`src/design/serial_link_cfg.svh`:
```
`ifndef SERIAL_LINK_CFG_SVH
`define SERIAL_LINK_CFG_SVH

//////////////////////////////////////////////////////////////////////
// Link geometry
//////////////////////////////////////////////////////////////////////

// Lanes driven in parallel, two lane words per forwarded clock period
`define SL_NUM_LANES 8
// Depth of the raw TX FIFO and of the RX FIFO, a power of two
`define SL_FIFO_DEPTH 8
`define SL_APB_ADDR_W 8
`define SL_CLK_DIV_W 8

//////////////////////////////////////////////////////////////////////
// Register offsets
//////////////////////////////////////////////////////////////////////

`define SL_REG_CTRL 8'h00
`define SL_REG_ISOLATED 8'h04
`define SL_REG_CLK_DIV 8'h08
`define SL_REG_RAW_OUT_EN 8'h0C
`define SL_REG_RAW_OUT_DATA 8'h10
`define SL_REG_RAW_OUT_CTRL 8'h14
`define SL_REG_RAW_IN_DATA 8'h18

`endif
```
`src/design/serial_link_pkg.sv`:
```
`include "serial_link_cfg.svh"

package serial_link_pkg;

  // Word seen on the lanes at one forwarded clock edge
  typedef logic [`SL_NUM_LANES-1:0] lane_t;

  // Raw word, low lane word first and high lane word second
  typedef logic [2*`SL_NUM_LANES-1:0] phy_data_t;

  typedef logic [`SL_APB_ADDR_W-1:0] apb_addr_t;
  typedef logic [31:0] apb_data_t;

  // Clock cycles per forwarded clock phase
  typedef logic [`SL_CLK_DIV_W-1:0] clk_div_t;

  // One extra bit so a full FIFO can report its whole depth
  typedef logic [$clog2(`SL_FIFO_DEPTH):0] fill_t;

  // Four phases per word, the forwarded clock is high in the two hold phases
  typedef enum logic [2:0] {
    TX_IDLE       = 3'd0,
    TX_LOW_SETUP  = 3'd1,
    TX_LOW_HOLD   = 3'd2,
    TX_HIGH_HOLD  = 3'd3,
    TX_HIGH_SETUP = 3'd4
  } tx_state_e;

endpackage

```
`src/design/serial_link.sv`:
```
module serial_link (
  input  logic                       clk_i,
  input  logic                       reset_i,
  input  serial_link_pkg::apb_addr_t paddr_i,
  input  logic                       psel_i,
  input  logic                       penable_i,
  input  logic                       pwrite_i,
  input  serial_link_pkg::apb_data_t pwdata_i,
  output serial_link_pkg::apb_data_t prdata_o,
  output logic                       pready_o,
  output logic                       pslverr_o,
  input  logic [1:0]                 isolated_i,
  output logic [1:0]                 isolate_o,
  output logic                       clk_ena_o,
  output logic                       link_rst_n_o,
  input  serial_link_pkg::lane_t     ddr_i,
  output serial_link_pkg::lane_t     ddr_o,
  input  logic                       ddr_rcv_clk_i,
  output logic                       ddr_rcv_clk_o
);

  serial_link_pkg::clk_div_t  clk_div;
  logic                       raw_out_en;
  logic                       tx_push;
  logic                       tx_clear;
  logic                       tx_pop;
  logic                       tx_full;
  logic                       tx_not_empty;
  serial_link_pkg::fill_t     tx_fill;
  serial_link_pkg::phy_data_t tx_wdata;
  serial_link_pkg::phy_data_t tx_head;
  logic                       rx_push;
  logic                       rx_pop;
  logic                       rx_not_empty;
  serial_link_pkg::phy_data_t rx_word;
  serial_link_pkg::phy_data_t rx_head;

  //////////////////////////////////////////////////////////////////////
  // Register file
  //////////////////////////////////////////////////////////////////////

  serial_link_regs i_regs (
    .clk_i          ( clk_i        ),
    .reset_i        ( reset_i      ),
    .paddr_i        ( paddr_i      ),
    .psel_i         ( psel_i       ),
    .penable_i      ( penable_i    ),
    .pwrite_i       ( pwrite_i     ),
    .pwdata_i       ( pwdata_i     ),
    .prdata_o       ( prdata_o     ),
    .pready_o       ( pready_o     ),
    .pslverr_o      ( pslverr_o    ),
    .isolated_i     ( isolated_i   ),
    .tx_fill_i      ( tx_fill      ),
    .tx_full_i      ( tx_full      ),
    .rx_data_i      ( rx_head      ),
    .rx_not_empty_i ( rx_not_empty ),
    .clk_ena_o      ( clk_ena_o    ),
    .link_rst_n_o   ( link_rst_n_o ),
    .isolate_o      ( isolate_o    ),
    .clk_div_o      ( clk_div      ),
    .raw_out_en_o   ( raw_out_en   ),
    .tx_push_o      ( tx_push      ),
    .tx_data_o      ( tx_wdata     ),
    .tx_clear_o     ( tx_clear     ),
    .rx_pop_o       ( rx_pop       )
  );

  //////////////////////////////////////////////////////////////////////
  // Raw mode FIFOs and PHY
  //////////////////////////////////////////////////////////////////////

  serial_link_fifo i_tx_fifo (
    .clk_i       ( clk_i        ),
    .reset_i     ( reset_i      ),
    .clear_i     ( tx_clear     ),
    .push_i      ( tx_push      ),
    .data_i      ( tx_wdata     ),
    .pop_i       ( tx_pop       ),
    .data_o      ( tx_head      ),
    .not_empty_o ( tx_not_empty ),
    .full_o      ( tx_full      ),
    .fill_o      ( tx_fill      )
  );

  // RX side has no software clear, overflow words are simply lost
  serial_link_fifo i_rx_fifo (
    .clk_i       ( clk_i        ),
    .reset_i     ( reset_i      ),
    .clear_i     ( 1'b0         ),
    .push_i      ( rx_push      ),
    .data_i      ( rx_word      ),
    .pop_i       ( rx_pop       ),
    .data_o      ( rx_head      ),
    .not_empty_o ( rx_not_empty ),
    .full_o      (              ),
    .fill_o      (              )
  );

  serial_link_phy_tx i_phy_tx (
    .clk_i         ( clk_i         ),
    .reset_i       ( reset_i       ),
    .clk_div_i     ( clk_div       ),
    .raw_out_en_i  ( raw_out_en    ),
    .data_i        ( tx_head       ),
    .not_empty_i   ( tx_not_empty  ),
    .pop_o         ( tx_pop        ),
    .ddr_o         ( ddr_o         ),
    .ddr_rcv_clk_o ( ddr_rcv_clk_o )
  );

  serial_link_phy_rx i_phy_rx (
    .clk_i         ( clk_i         ),
    .reset_i       ( reset_i       ),
    .ddr_i         ( ddr_i         ),
    .ddr_rcv_clk_i ( ddr_rcv_clk_i ),
    .data_o        ( rx_word       ),
    .valid_o       ( rx_push       )
  );

endmodule

```
`src/design/serial_link_phy_rx.sv`:
```
module serial_link_phy_rx (
  input  logic                       clk_i,
  input  logic                       reset_i,
  input  serial_link_pkg::lane_t     ddr_i,
  input  logic                       ddr_rcv_clk_i,
  output serial_link_pkg::phy_data_t data_o,
  output logic                       valid_o
);

  serial_link_pkg::lane_t lanes_meta_q;
  serial_link_pkg::lane_t lanes_sync_q;
  serial_link_pkg::lane_t low_q;
  logic                   clk_meta_q;
  logic                   clk_sync_q;
  logic                   clk_prev_q;
  logic                   rise;
  logic                   fall;

  // Receive clock is oversampled, its edges mark the byte positions
  always_ff @(posedge clk_i) begin
    if (reset_i) begin
      clk_meta_q <= 1'b0;
      clk_sync_q <= 1'b0;
      clk_prev_q <= 1'b0;
      valid_o    <= 1'b0;
    end else begin
      clk_meta_q <= ddr_rcv_clk_i;
      clk_sync_q <= clk_meta_q;
      clk_prev_q <= clk_sync_q;
      valid_o    <= fall;
    end
  end

  assign rise = clk_sync_q & ~clk_prev_q;
  assign fall = ~clk_sync_q & clk_prev_q;

  // Lanes use the same two stages, so they line up with the clock
  always_ff @(posedge clk_i) begin
    lanes_meta_q <= ddr_i;
    lanes_sync_q <= lanes_meta_q;
    if (rise) begin
      low_q <= lanes_sync_q;
    end
    if (fall) begin
      data_o <= {lanes_sync_q, low_q};
    end
  end

endmodule

```
`src/design/serial_link_phy_tx.sv`:
```
module serial_link_phy_tx (
  input  logic                       clk_i,
  input  logic                       reset_i,
  input  serial_link_pkg::clk_div_t  clk_div_i,
  input  logic                       raw_out_en_i,
  input  serial_link_pkg::phy_data_t data_i,
  input  logic                       not_empty_i,
  output logic                       pop_o,
  output serial_link_pkg::lane_t     ddr_o,
  output logic                       ddr_rcv_clk_o
);

  localparam int unsigned LaneW = $bits(serial_link_pkg::lane_t);

  serial_link_pkg::tx_state_e  state_q;
  serial_link_pkg::tx_state_e  state_d;
  serial_link_pkg::clk_div_t   phase_cnt_q;
  serial_link_pkg::phy_data_t  word_q;
  logic                        phase_done;
  logic                        fetch;

  // Each phase lasts clk_div_i cycles
  assign phase_done = (phase_cnt_q >= clk_div_i - serial_link_pkg::clk_div_t'(1));

  // Next word is taken when idle or right at the end of the last phase
  assign fetch = raw_out_en_i & not_empty_i &
                 ((state_q == serial_link_pkg::TX_IDLE) |
                  ((state_q == serial_link_pkg::TX_HIGH_SETUP) & phase_done));
  assign pop_o = fetch;

  always_comb begin
    state_d = state_q;
    case (state_q)
      serial_link_pkg::TX_IDLE: begin
        if (fetch) state_d = serial_link_pkg::TX_LOW_SETUP;
      end
      serial_link_pkg::TX_LOW_SETUP: begin
        if (phase_done) state_d = serial_link_pkg::TX_LOW_HOLD;
      end
      serial_link_pkg::TX_LOW_HOLD: begin
        if (phase_done) state_d = serial_link_pkg::TX_HIGH_HOLD;
      end
      serial_link_pkg::TX_HIGH_HOLD: begin
        if (phase_done) state_d = serial_link_pkg::TX_HIGH_SETUP;
      end
      serial_link_pkg::TX_HIGH_SETUP: begin
        if (phase_done) begin
          state_d = fetch ? serial_link_pkg::TX_LOW_SETUP : serial_link_pkg::TX_IDLE;
        end
      end
      default: state_d = serial_link_pkg::TX_IDLE;
    endcase
  end

  always_ff @(posedge clk_i) begin
    if (reset_i) begin
      state_q     <= serial_link_pkg::TX_IDLE;
      phase_cnt_q <= '0;
    end else begin
      state_q <= state_d;
      if (state_q == serial_link_pkg::TX_IDLE || phase_done) begin
        phase_cnt_q <= '0;
      end else begin
        phase_cnt_q <= phase_cnt_q + 1'b1;
      end
    end
  end

  always_ff @(posedge clk_i) begin
    if (fetch) begin
      word_q <= data_i;
    end
  end

  // Lanes and forwarded clock decoded from the phase
  always_comb begin
    ddr_o         = '0;
    ddr_rcv_clk_o = 1'b0;
    case (state_q)
      serial_link_pkg::TX_LOW_SETUP: ddr_o = word_q[LaneW-1:0];
      serial_link_pkg::TX_LOW_HOLD: begin
        ddr_o         = word_q[LaneW-1:0];
        ddr_rcv_clk_o = 1'b1;
      end
      serial_link_pkg::TX_HIGH_HOLD: begin
        ddr_o         = word_q[2*LaneW-1:LaneW];
        ddr_rcv_clk_o = 1'b1;
      end
      serial_link_pkg::TX_HIGH_SETUP: ddr_o = word_q[2*LaneW-1:LaneW];
      default: ddr_o = '0;
    endcase
  end

endmodule

```
`src/design/serial_link_regs.sv`:
```
`include "serial_link_cfg.svh"

module serial_link_regs (
  input  logic                       clk_i,
  input  logic                       reset_i,
  // APB slave
  input  serial_link_pkg::apb_addr_t paddr_i,
  input  logic                       psel_i,
  input  logic                       penable_i,
  input  logic                       pwrite_i,
  input  serial_link_pkg::apb_data_t pwdata_i,
  output serial_link_pkg::apb_data_t prdata_o,
  output logic                       pready_o,
  output logic                       pslverr_o,
  // Status from the link
  input  logic [1:0]                 isolated_i,
  input  serial_link_pkg::fill_t     tx_fill_i,
  input  logic                       tx_full_i,
  input  serial_link_pkg::phy_data_t rx_data_i,
  input  logic                       rx_not_empty_i,
  // Control to the link
  output logic                       clk_ena_o,
  output logic                       link_rst_n_o,
  output logic [1:0]                 isolate_o,
  output serial_link_pkg::clk_div_t  clk_div_o,
  output logic                       raw_out_en_o,
  output logic                       tx_push_o,
  output serial_link_pkg::phy_data_t tx_data_o,
  output logic                       tx_clear_o,
  output logic                       rx_pop_o
);

  localparam int unsigned DataW = $bits(serial_link_pkg::phy_data_t);
  localparam int unsigned FillW = $bits(serial_link_pkg::fill_t);

  logic access;
  logic wr;
  logic rd;
  logic sel_ctrl;
  logic sel_isolated;
  logic sel_clk_div;
  logic sel_out_en;
  logic sel_out_data;
  logic sel_out_ctrl;
  logic sel_in_data;
  logic mapped;

  //////////////////////////////////////////////////////////////////////
  // Access decode
  //////////////////////////////////////////////////////////////////////

  // No wait states, so the access phase is a single cycle
  assign access = psel_i & penable_i;
  assign wr     = access & pwrite_i;
  assign rd     = access & ~pwrite_i;

  assign sel_ctrl     = (paddr_i == `SL_REG_CTRL);
  assign sel_isolated = (paddr_i == `SL_REG_ISOLATED);
  assign sel_clk_div  = (paddr_i == `SL_REG_CLK_DIV);
  assign sel_out_en   = (paddr_i == `SL_REG_RAW_OUT_EN);
  assign sel_out_data = (paddr_i == `SL_REG_RAW_OUT_DATA);
  assign sel_out_ctrl = (paddr_i == `SL_REG_RAW_OUT_CTRL);
  assign sel_in_data  = (paddr_i == `SL_REG_RAW_IN_DATA);

  assign mapped = sel_ctrl | sel_isolated | sel_clk_div | sel_out_en |
                  sel_out_data | sel_out_ctrl | sel_in_data;

  assign pready_o  = 1'b1;
  // Status and RX data are read only
  assign pslverr_o = access & (~mapped | (pwrite_i & (sel_isolated | sel_in_data)));

  //////////////////////////////////////////////////////////////////////
  // Control registers
  //////////////////////////////////////////////////////////////////////

  always_ff @(posedge clk_i) begin
    if (reset_i) begin
      clk_ena_o    <= 1'b0;
      link_rst_n_o <= 1'b0;
      isolate_o    <= 2'b00;
      clk_div_o    <= serial_link_pkg::clk_div_t'(1);
      raw_out_en_o <= 1'b0;
    end else if (wr) begin
      if (sel_ctrl) begin
        clk_ena_o    <= pwdata_i[0];
        link_rst_n_o <= pwdata_i[1];
        isolate_o    <= pwdata_i[9:8];
      end
      // A divider of zero would stall the transmitter
      if (sel_clk_div) begin
        if (pwdata_i[`SL_CLK_DIV_W-1:0] == '0) begin
          clk_div_o <= serial_link_pkg::clk_div_t'(1);
        end else begin
          clk_div_o <= pwdata_i[`SL_CLK_DIV_W-1:0];
        end
      end
      if (sel_out_en) begin
        raw_out_en_o <= pwdata_i[0];
      end
    end
  end

  // FIFO strobes last exactly one access phase
  assign tx_push_o  = wr & sel_out_data;
  assign tx_data_o  = pwdata_i[DataW-1:0];
  assign tx_clear_o = wr & sel_out_ctrl & pwdata_i[31];
  assign rx_pop_o   = rd & sel_in_data & rx_not_empty_i;

  //////////////////////////////////////////////////////////////////////
  // Read data
  //////////////////////////////////////////////////////////////////////

  always_comb begin
    prdata_o = '0;
    case (paddr_i)
      `SL_REG_CTRL: begin
        prdata_o[0]   = clk_ena_o;
        prdata_o[1]   = link_rst_n_o;
        prdata_o[9:8] = isolate_o;
      end
      `SL_REG_ISOLATED:   prdata_o[1:0] = isolated_i;
      `SL_REG_CLK_DIV:    prdata_o[`SL_CLK_DIV_W-1:0] = clk_div_o;
      `SL_REG_RAW_OUT_EN: prdata_o[0] = raw_out_en_o;
      `SL_REG_RAW_OUT_CTRL: begin
        prdata_o[FillW-1:0] = tx_fill_i;
        prdata_o[8]         = tx_full_i;
      end
      // Head word only when valid, otherwise all zero
      `SL_REG_RAW_IN_DATA: begin
        if (rx_not_empty_i) begin
          prdata_o[DataW-1:0] = rx_data_i;
          prdata_o[31]        = 1'b1;
        end
      end
      default: prdata_o = '0;
    endcase
  end

endmodule

```
`src/design/serial_link_fifo.sv`:
```
`include "serial_link_cfg.svh"

module serial_link_fifo (
  input  logic                       clk_i,
  input  logic                       reset_i,
  input  logic                       clear_i,
  input  logic                       push_i,
  input  serial_link_pkg::phy_data_t data_i,
  input  logic                       pop_i,
  output serial_link_pkg::phy_data_t data_o,
  output logic                       not_empty_o,
  output logic                       full_o,
  output serial_link_pkg::fill_t     fill_o
);

  localparam int unsigned Depth = `SL_FIFO_DEPTH;
  localparam int unsigned PtrW = $clog2(Depth);

  serial_link_pkg::phy_data_t mem_q [Depth];
  logic [PtrW-1:0]            wr_ptr_q;
  logic [PtrW-1:0]            rd_ptr_q;
  serial_link_pkg::fill_t     count_q;
  logic                       do_push;
  logic                       do_pop;

  assign full_o      = (count_q == serial_link_pkg::fill_t'(Depth));
  assign not_empty_o = (count_q != '0);
  assign fill_o      = count_q;
  assign data_o      = mem_q[rd_ptr_q];

  // Push to a full or pop from an empty FIFO has no effect
  assign do_push = push_i & ~full_o;
  assign do_pop  = pop_i & not_empty_o;

  // Pointers wrap on their own since the depth is a power of two
  always_ff @(posedge clk_i) begin
    if (reset_i || clear_i) begin
      wr_ptr_q <= '0;
      rd_ptr_q <= '0;
      count_q  <= '0;
    end else begin
      if (do_push) begin
        wr_ptr_q <= wr_ptr_q + 1'b1;
      end
      if (do_pop) begin
        rd_ptr_q <= rd_ptr_q + 1'b1;
      end
      case ({do_push, do_pop})
        2'b10:   count_q <= count_q + 1'b1;
        2'b01:   count_q <= count_q - 1'b1;
        default: count_q <= count_q;
      endcase
    end
  end

  always_ff @(posedge clk_i) begin
    if (do_push) begin
      mem_q[wr_ptr_q] <= data_i;
    end
  end

endmodule

```
`config.mk`:
```
export PLATFORM = sky130hd
export DESIGN_NAME = serial_link
export DESIGN_NICKNAME = d
export VERILOG_FILES = /design/src/design/serial_link_pkg.sv /design/src/design/serial_link.sv /design/src/design/serial_link_phy_rx.sv /design/src/design/serial_link_phy_tx.sv /design/src/design/serial_link_regs.sv /design/src/design/serial_link_fifo.sv
export VERILOG_INCLUDE_DIRS = /design/src /design/src/design
export SDC_FILE = /design/constraint.sdc
export NUM_CORES = 1
export LEC_CHECK = 0
export BUFFER_PORTS_ARGS = -buffer_cell sky130_fd_sc_hd__buf_2
export CORE_MARGIN = 2
export CORE_UTILIZATION = 35
export CTS_CLUSTER_DIAMETER = 60
export DETAILED_ROUTE_END_ITERATION = 16
export PLACE_DENSITY = 0.62
export REMOVE_ABC_BUFFERS = 1
export SETUP_SLACK_MARGIN = 0.15
export SYNTH_ARGS = -nofsm -noshare
export SYNTH_HDL_FRONTEND = slang
export SYNTH_SLANG_ARGS = --single-unit
```
`constraint.sdc`:
```
create_clock -name clk_i -period 5.4 [get_ports clk_i]
set_input_delay 0.54 -clock clk_i [delete_from_list [all_inputs] [get_ports clk_i]]
set_output_delay 0.54 -clock clk_i [all_outputs]
set_load 0.01 [all_outputs]
```
==> impl_metrics.yaml <==
run_status:
  status: "completed"
clocking:
  post_cts_buffers: 0
  cts_sinks: 363
  htree_levels: 2
  clk_latency_ps: 550
  cts_root_buffer: "clkbuf_16"
  cts_resized: 0
  ctsHoldBuffers: 0
  cts_made_buffers: 39
  tritoncts: "done"
  clk_pin_slew_ps: 60
  clockBufferDepth: 3
floorplanning:
  rows: 74
  core_sq_um: 40740
  die_y_um: 207.1
  die-area_sq_um: 42880
  initial_core_util_pct: 35.43
  die-width_um: 207.1
  num_io_pins: 103
critical_path:
  r2r-start: "i_regs.clk_div_o[0]"
  crit_end: "i_tx_fifo.fill_o[3]"
  cp_max_fo: 9
  critPathLaunch: "i_regs.clk_div_o[0]"
  crit_path_max_incr_delay_ps: 500
  crit_top_cell: "ha_1"
  startpoint_type: "flip-flop"
  slowest_stage: "a311o_1"
  reg2reg_depth: 15
  critical_path_arrival_ps: 4250
  regToRegEndpoint: "i_tx_fifo.fill_o[3]"
  path_cells: "inv_1 > ha_1 > xnor2_1 > ha_1 > and3_1 > o21ai_0 > a311o_1 > a31oi_1 > ha_1 > ha_1 > a21o_1 > a21oi_1 > xnor2_1 > or3_1 > a21oi_1"
  r2r_setup_slack_ps: 1620
  worstSetupPathType: "reg -> reg"
  end_kind: "flip-flop"
  worstPathRequired_ps: 5870
synthesis:
  synth_edf_count: 296
  synthFlopType: "edfxtp_1"
  synthDistinctLibCells: 59
  yosys_warnings: 0
  syn_inst: 849
  syn_area_sq_um: 14430
  ys_ff_latch: 363
  async_flop_share_pct: 0
  syn_avg_cell_area_sq_um: 17.00
  ys_seq_area_share_pct: 70.87
drt:
  drt_wl_total_um: 29360
  via_per_inst: 4.942
  dr.pass1.iters: 4
  antenna_left: 0
  vias: 7472
  route.detailed.drc: 0
  wl_per_cell_um: 19.42
  dr.first_iter.drc_count: 453
sta:
  post-route-min-period_ps: 3784
  whs_ps: 98.32
  maxSlewViolCount: 0
  rsz0062_at_grt: "no"
  setup_viol: 0
  post-route-period-util_pct: 70.07
  worst_slack_ps: 1616
  skew_ps: 19.91
  worst_pin_slew_ps: 1094
  tns_ps: 0
  hold_viol_final: 0
  max_freq_mhz: 264.3
  relSlewSlack_pct: 26.85
placement:
  numPortBuffers: 71
  hpwlAfterDp_um: 18380
  dp_slack_ps: 1632
  dp.cells: 1441
  gp_congestion: 0.7353
  dpl_cell_area_sq_um: 15470
pwr:
  internal-power_mw: 4.571
  ir_drop_mv: 0.2386
  p_total_mw: 5.682
  power.share.clock_pct: 45.5
  p_leak_nw: 5.456
  seqPwrFrac_pct: 53.3
  power_switching_mw: 1.112
  swShare_pct: 19.56
  p_comb_share_pct: 1.2
  power.density_nw_per_um2: 339.7
hold_path:
  hold_path_class: "in -> reg"
  min_from: "ddr_i[3]"
layout:
  multiInputGateArea_sq_um: 3965
  antenna_cells: 0
  utilization_pct: 41.06
  fin_cells: 1512
  fillCellCount: 3697
  fin_area_sq_um: 16730
  regArea_sq_um: 10230
  drive_gt1_share_pct: 26.73
  synthToLayoutAreaGrowth_pct: 15.88
  nets: 1028
global_route:
  grt_antenna_before_repair: 0
  grt_max_degree: 36
  grt_use_total_pct: 13.81
  grt_pass1_wl_um: 45020
  grt_overflow_total: 0
  grt_pass1_vias: 7643
run:
  cap_violations: 0
## worst min path at each step
stage,end,depth (start not counted)
after floorplan,i_phy_rx.lanes_sync_q[0],0
after global placement,i_phy_rx.lanes_sync_q[6],0
after detailed placement,i_phy_rx.lanes_sync_q[6],0
after CTS,i_phy_rx.lanes_meta_q[3],1
after global routing,i_phy_rx.lanes_meta_q[3],1
final,i_phy_rx.lanes_meta_q[3],1
## routing by layer
metal / GRT usage, % / vias to the layer above / routed length, um
met5: 0 / - / 0
met4: 4.483 / 0 / 702
met3: 2.744 / 49 / 1190
met2: 23.59 / 132 / 14620
met1: 17.67 / 3843 / 12850
li1: - / 3448 / -
## logic make-up (layout without fill, tap and decap cells)
| family | after synthesis | count (layout) | synth area share [%] |
|---|---|---|---|
| flops | 363 | 363 | 70.87 |
| mux | 116 | 116 | 13.89 |
| other cells | 2 | 16 | 0.05203 |
| fa+ha+maj | 22 | 22 | 2.011 |
| simple gates | 178 | 178 | 5.894 |
| buf+inv | 67 | 184 | 2.314 |
| xor+xnor | 24 | 24 | 1.456 |
| compound gates | 77 | 77 | 3.511 |
## Yosys cell counts (all sizes together) (11+ instances only)
cell / count / area [sq um]
edfxtp: 296 / 8889
dfxtp: 67 / 1341
mux4: 65 / 1464
nor2: 62 / 232.7
nand2: 48 / 180.2
buf: 28 / 187.7
mux2i: 27 / 270.3
a21oi: 25 / 125.1
mux2: 24 / 270.3
clkbuf: 23 / 86.33
ha: 20 / 250.2
inv: 16 / 60.05
o21ai: 15 / 75.07
nor2b: 14 / 87.58
nor3: 13 / 75.07
xnor2: 12 / 105.1
xor2: 12 / 105.1
nand3: 11 / 55.05
## flip-flops by register name (all words and copies together), names as in the netlist, 2 cells and up, named ones only
signal,cells
i_tx_fifo.fill_o,4
i_tx_fifo.rd_ptr_q,3
i_rx_fifo.mem_q,128
i_phy_rx.lanes_meta_q,8
i_tx_fifo.mem_q,128
i_regs.isolate_o,2
i_tx_fifo.wr_ptr_q,3
i_phy_tx.word_q,16
i_phy_rx.low_q,8
i_rx_fifo.fill_o,4
i_phy_tx.phase_cnt_q,8
i_rx_fifo.rd_ptr_q,3
i_regs.clk_div_o,8
i_phy_rx.lanes_sync_q,8
i_phy_rx.data_o,16
i_phy_tx.state_q,3
i_rx_fifo.wr_ptr_q,3
## layout by cell type (no fill, tap or decap), types with 3 or more instances in the layout
cell       count
clkinv_2       3
edfxtp_1     296
a31oi_1        4
nor2b_1       14
nand3_1       11
or3_1          5
conb_1        16
mux4_2        65
dfxtp_1       65
mux2_2        24
o21ai_0       11
nor3_1         5
buf_2         71
ha_1          20
buf_4         26
xor2_1        12
nand2b_1       8
nor4_1         3
a21oi_1       25
nor2_1        62
clkbuf_8       4
clkbuf_16     40
nand2_1       48
mux2i_1       27
xnor2_1       12
inv_1         15
nor3_2         8
clkbuf_1      14
o21ai_1        4
a22oi_1        8
## area by class of cell
| type | count | area share, % |
|---|---|---|
| Clock inverter | 13 | 0.8603 |
| Timing Repair Buffer | 97 | 3.291 |
| Sequential cell | 363 | 61.18 |
| Tap cell | 532 | 3.980 |
| Inverter | 16 | 0.3591 |
| Clock buffer | 58 | 6.628 |
| Multi-Input combinational cell | 433 | 23.71 |
## critical path, delay by kind of cell, from the launching register on
kind,cells,cell delay [ps]
DFF,1,370
adders and majority gates,4,1040
and+or+nand+nor,2,460
AOI/OAI and AO/OA,6,1500
buffers and inverters,1,90
xor gates and xnor gates,2,220
## power groups by stage
stage / clock, mW / sequential (mW) / combinational [mW]
floorplan: 0 / 3.09 / 0.0227
finish: 2.58 / 3.03 / 0.0700
global route: 2.74 / 3.03 / 0.0779
detailed placement: 0 / 3.09 / 0.0704
CTS: 2.64 / 3.03 / 0.0707
global placement: 0 / 3.09 / 0.0687
Power figures use the tool's default switching activity.
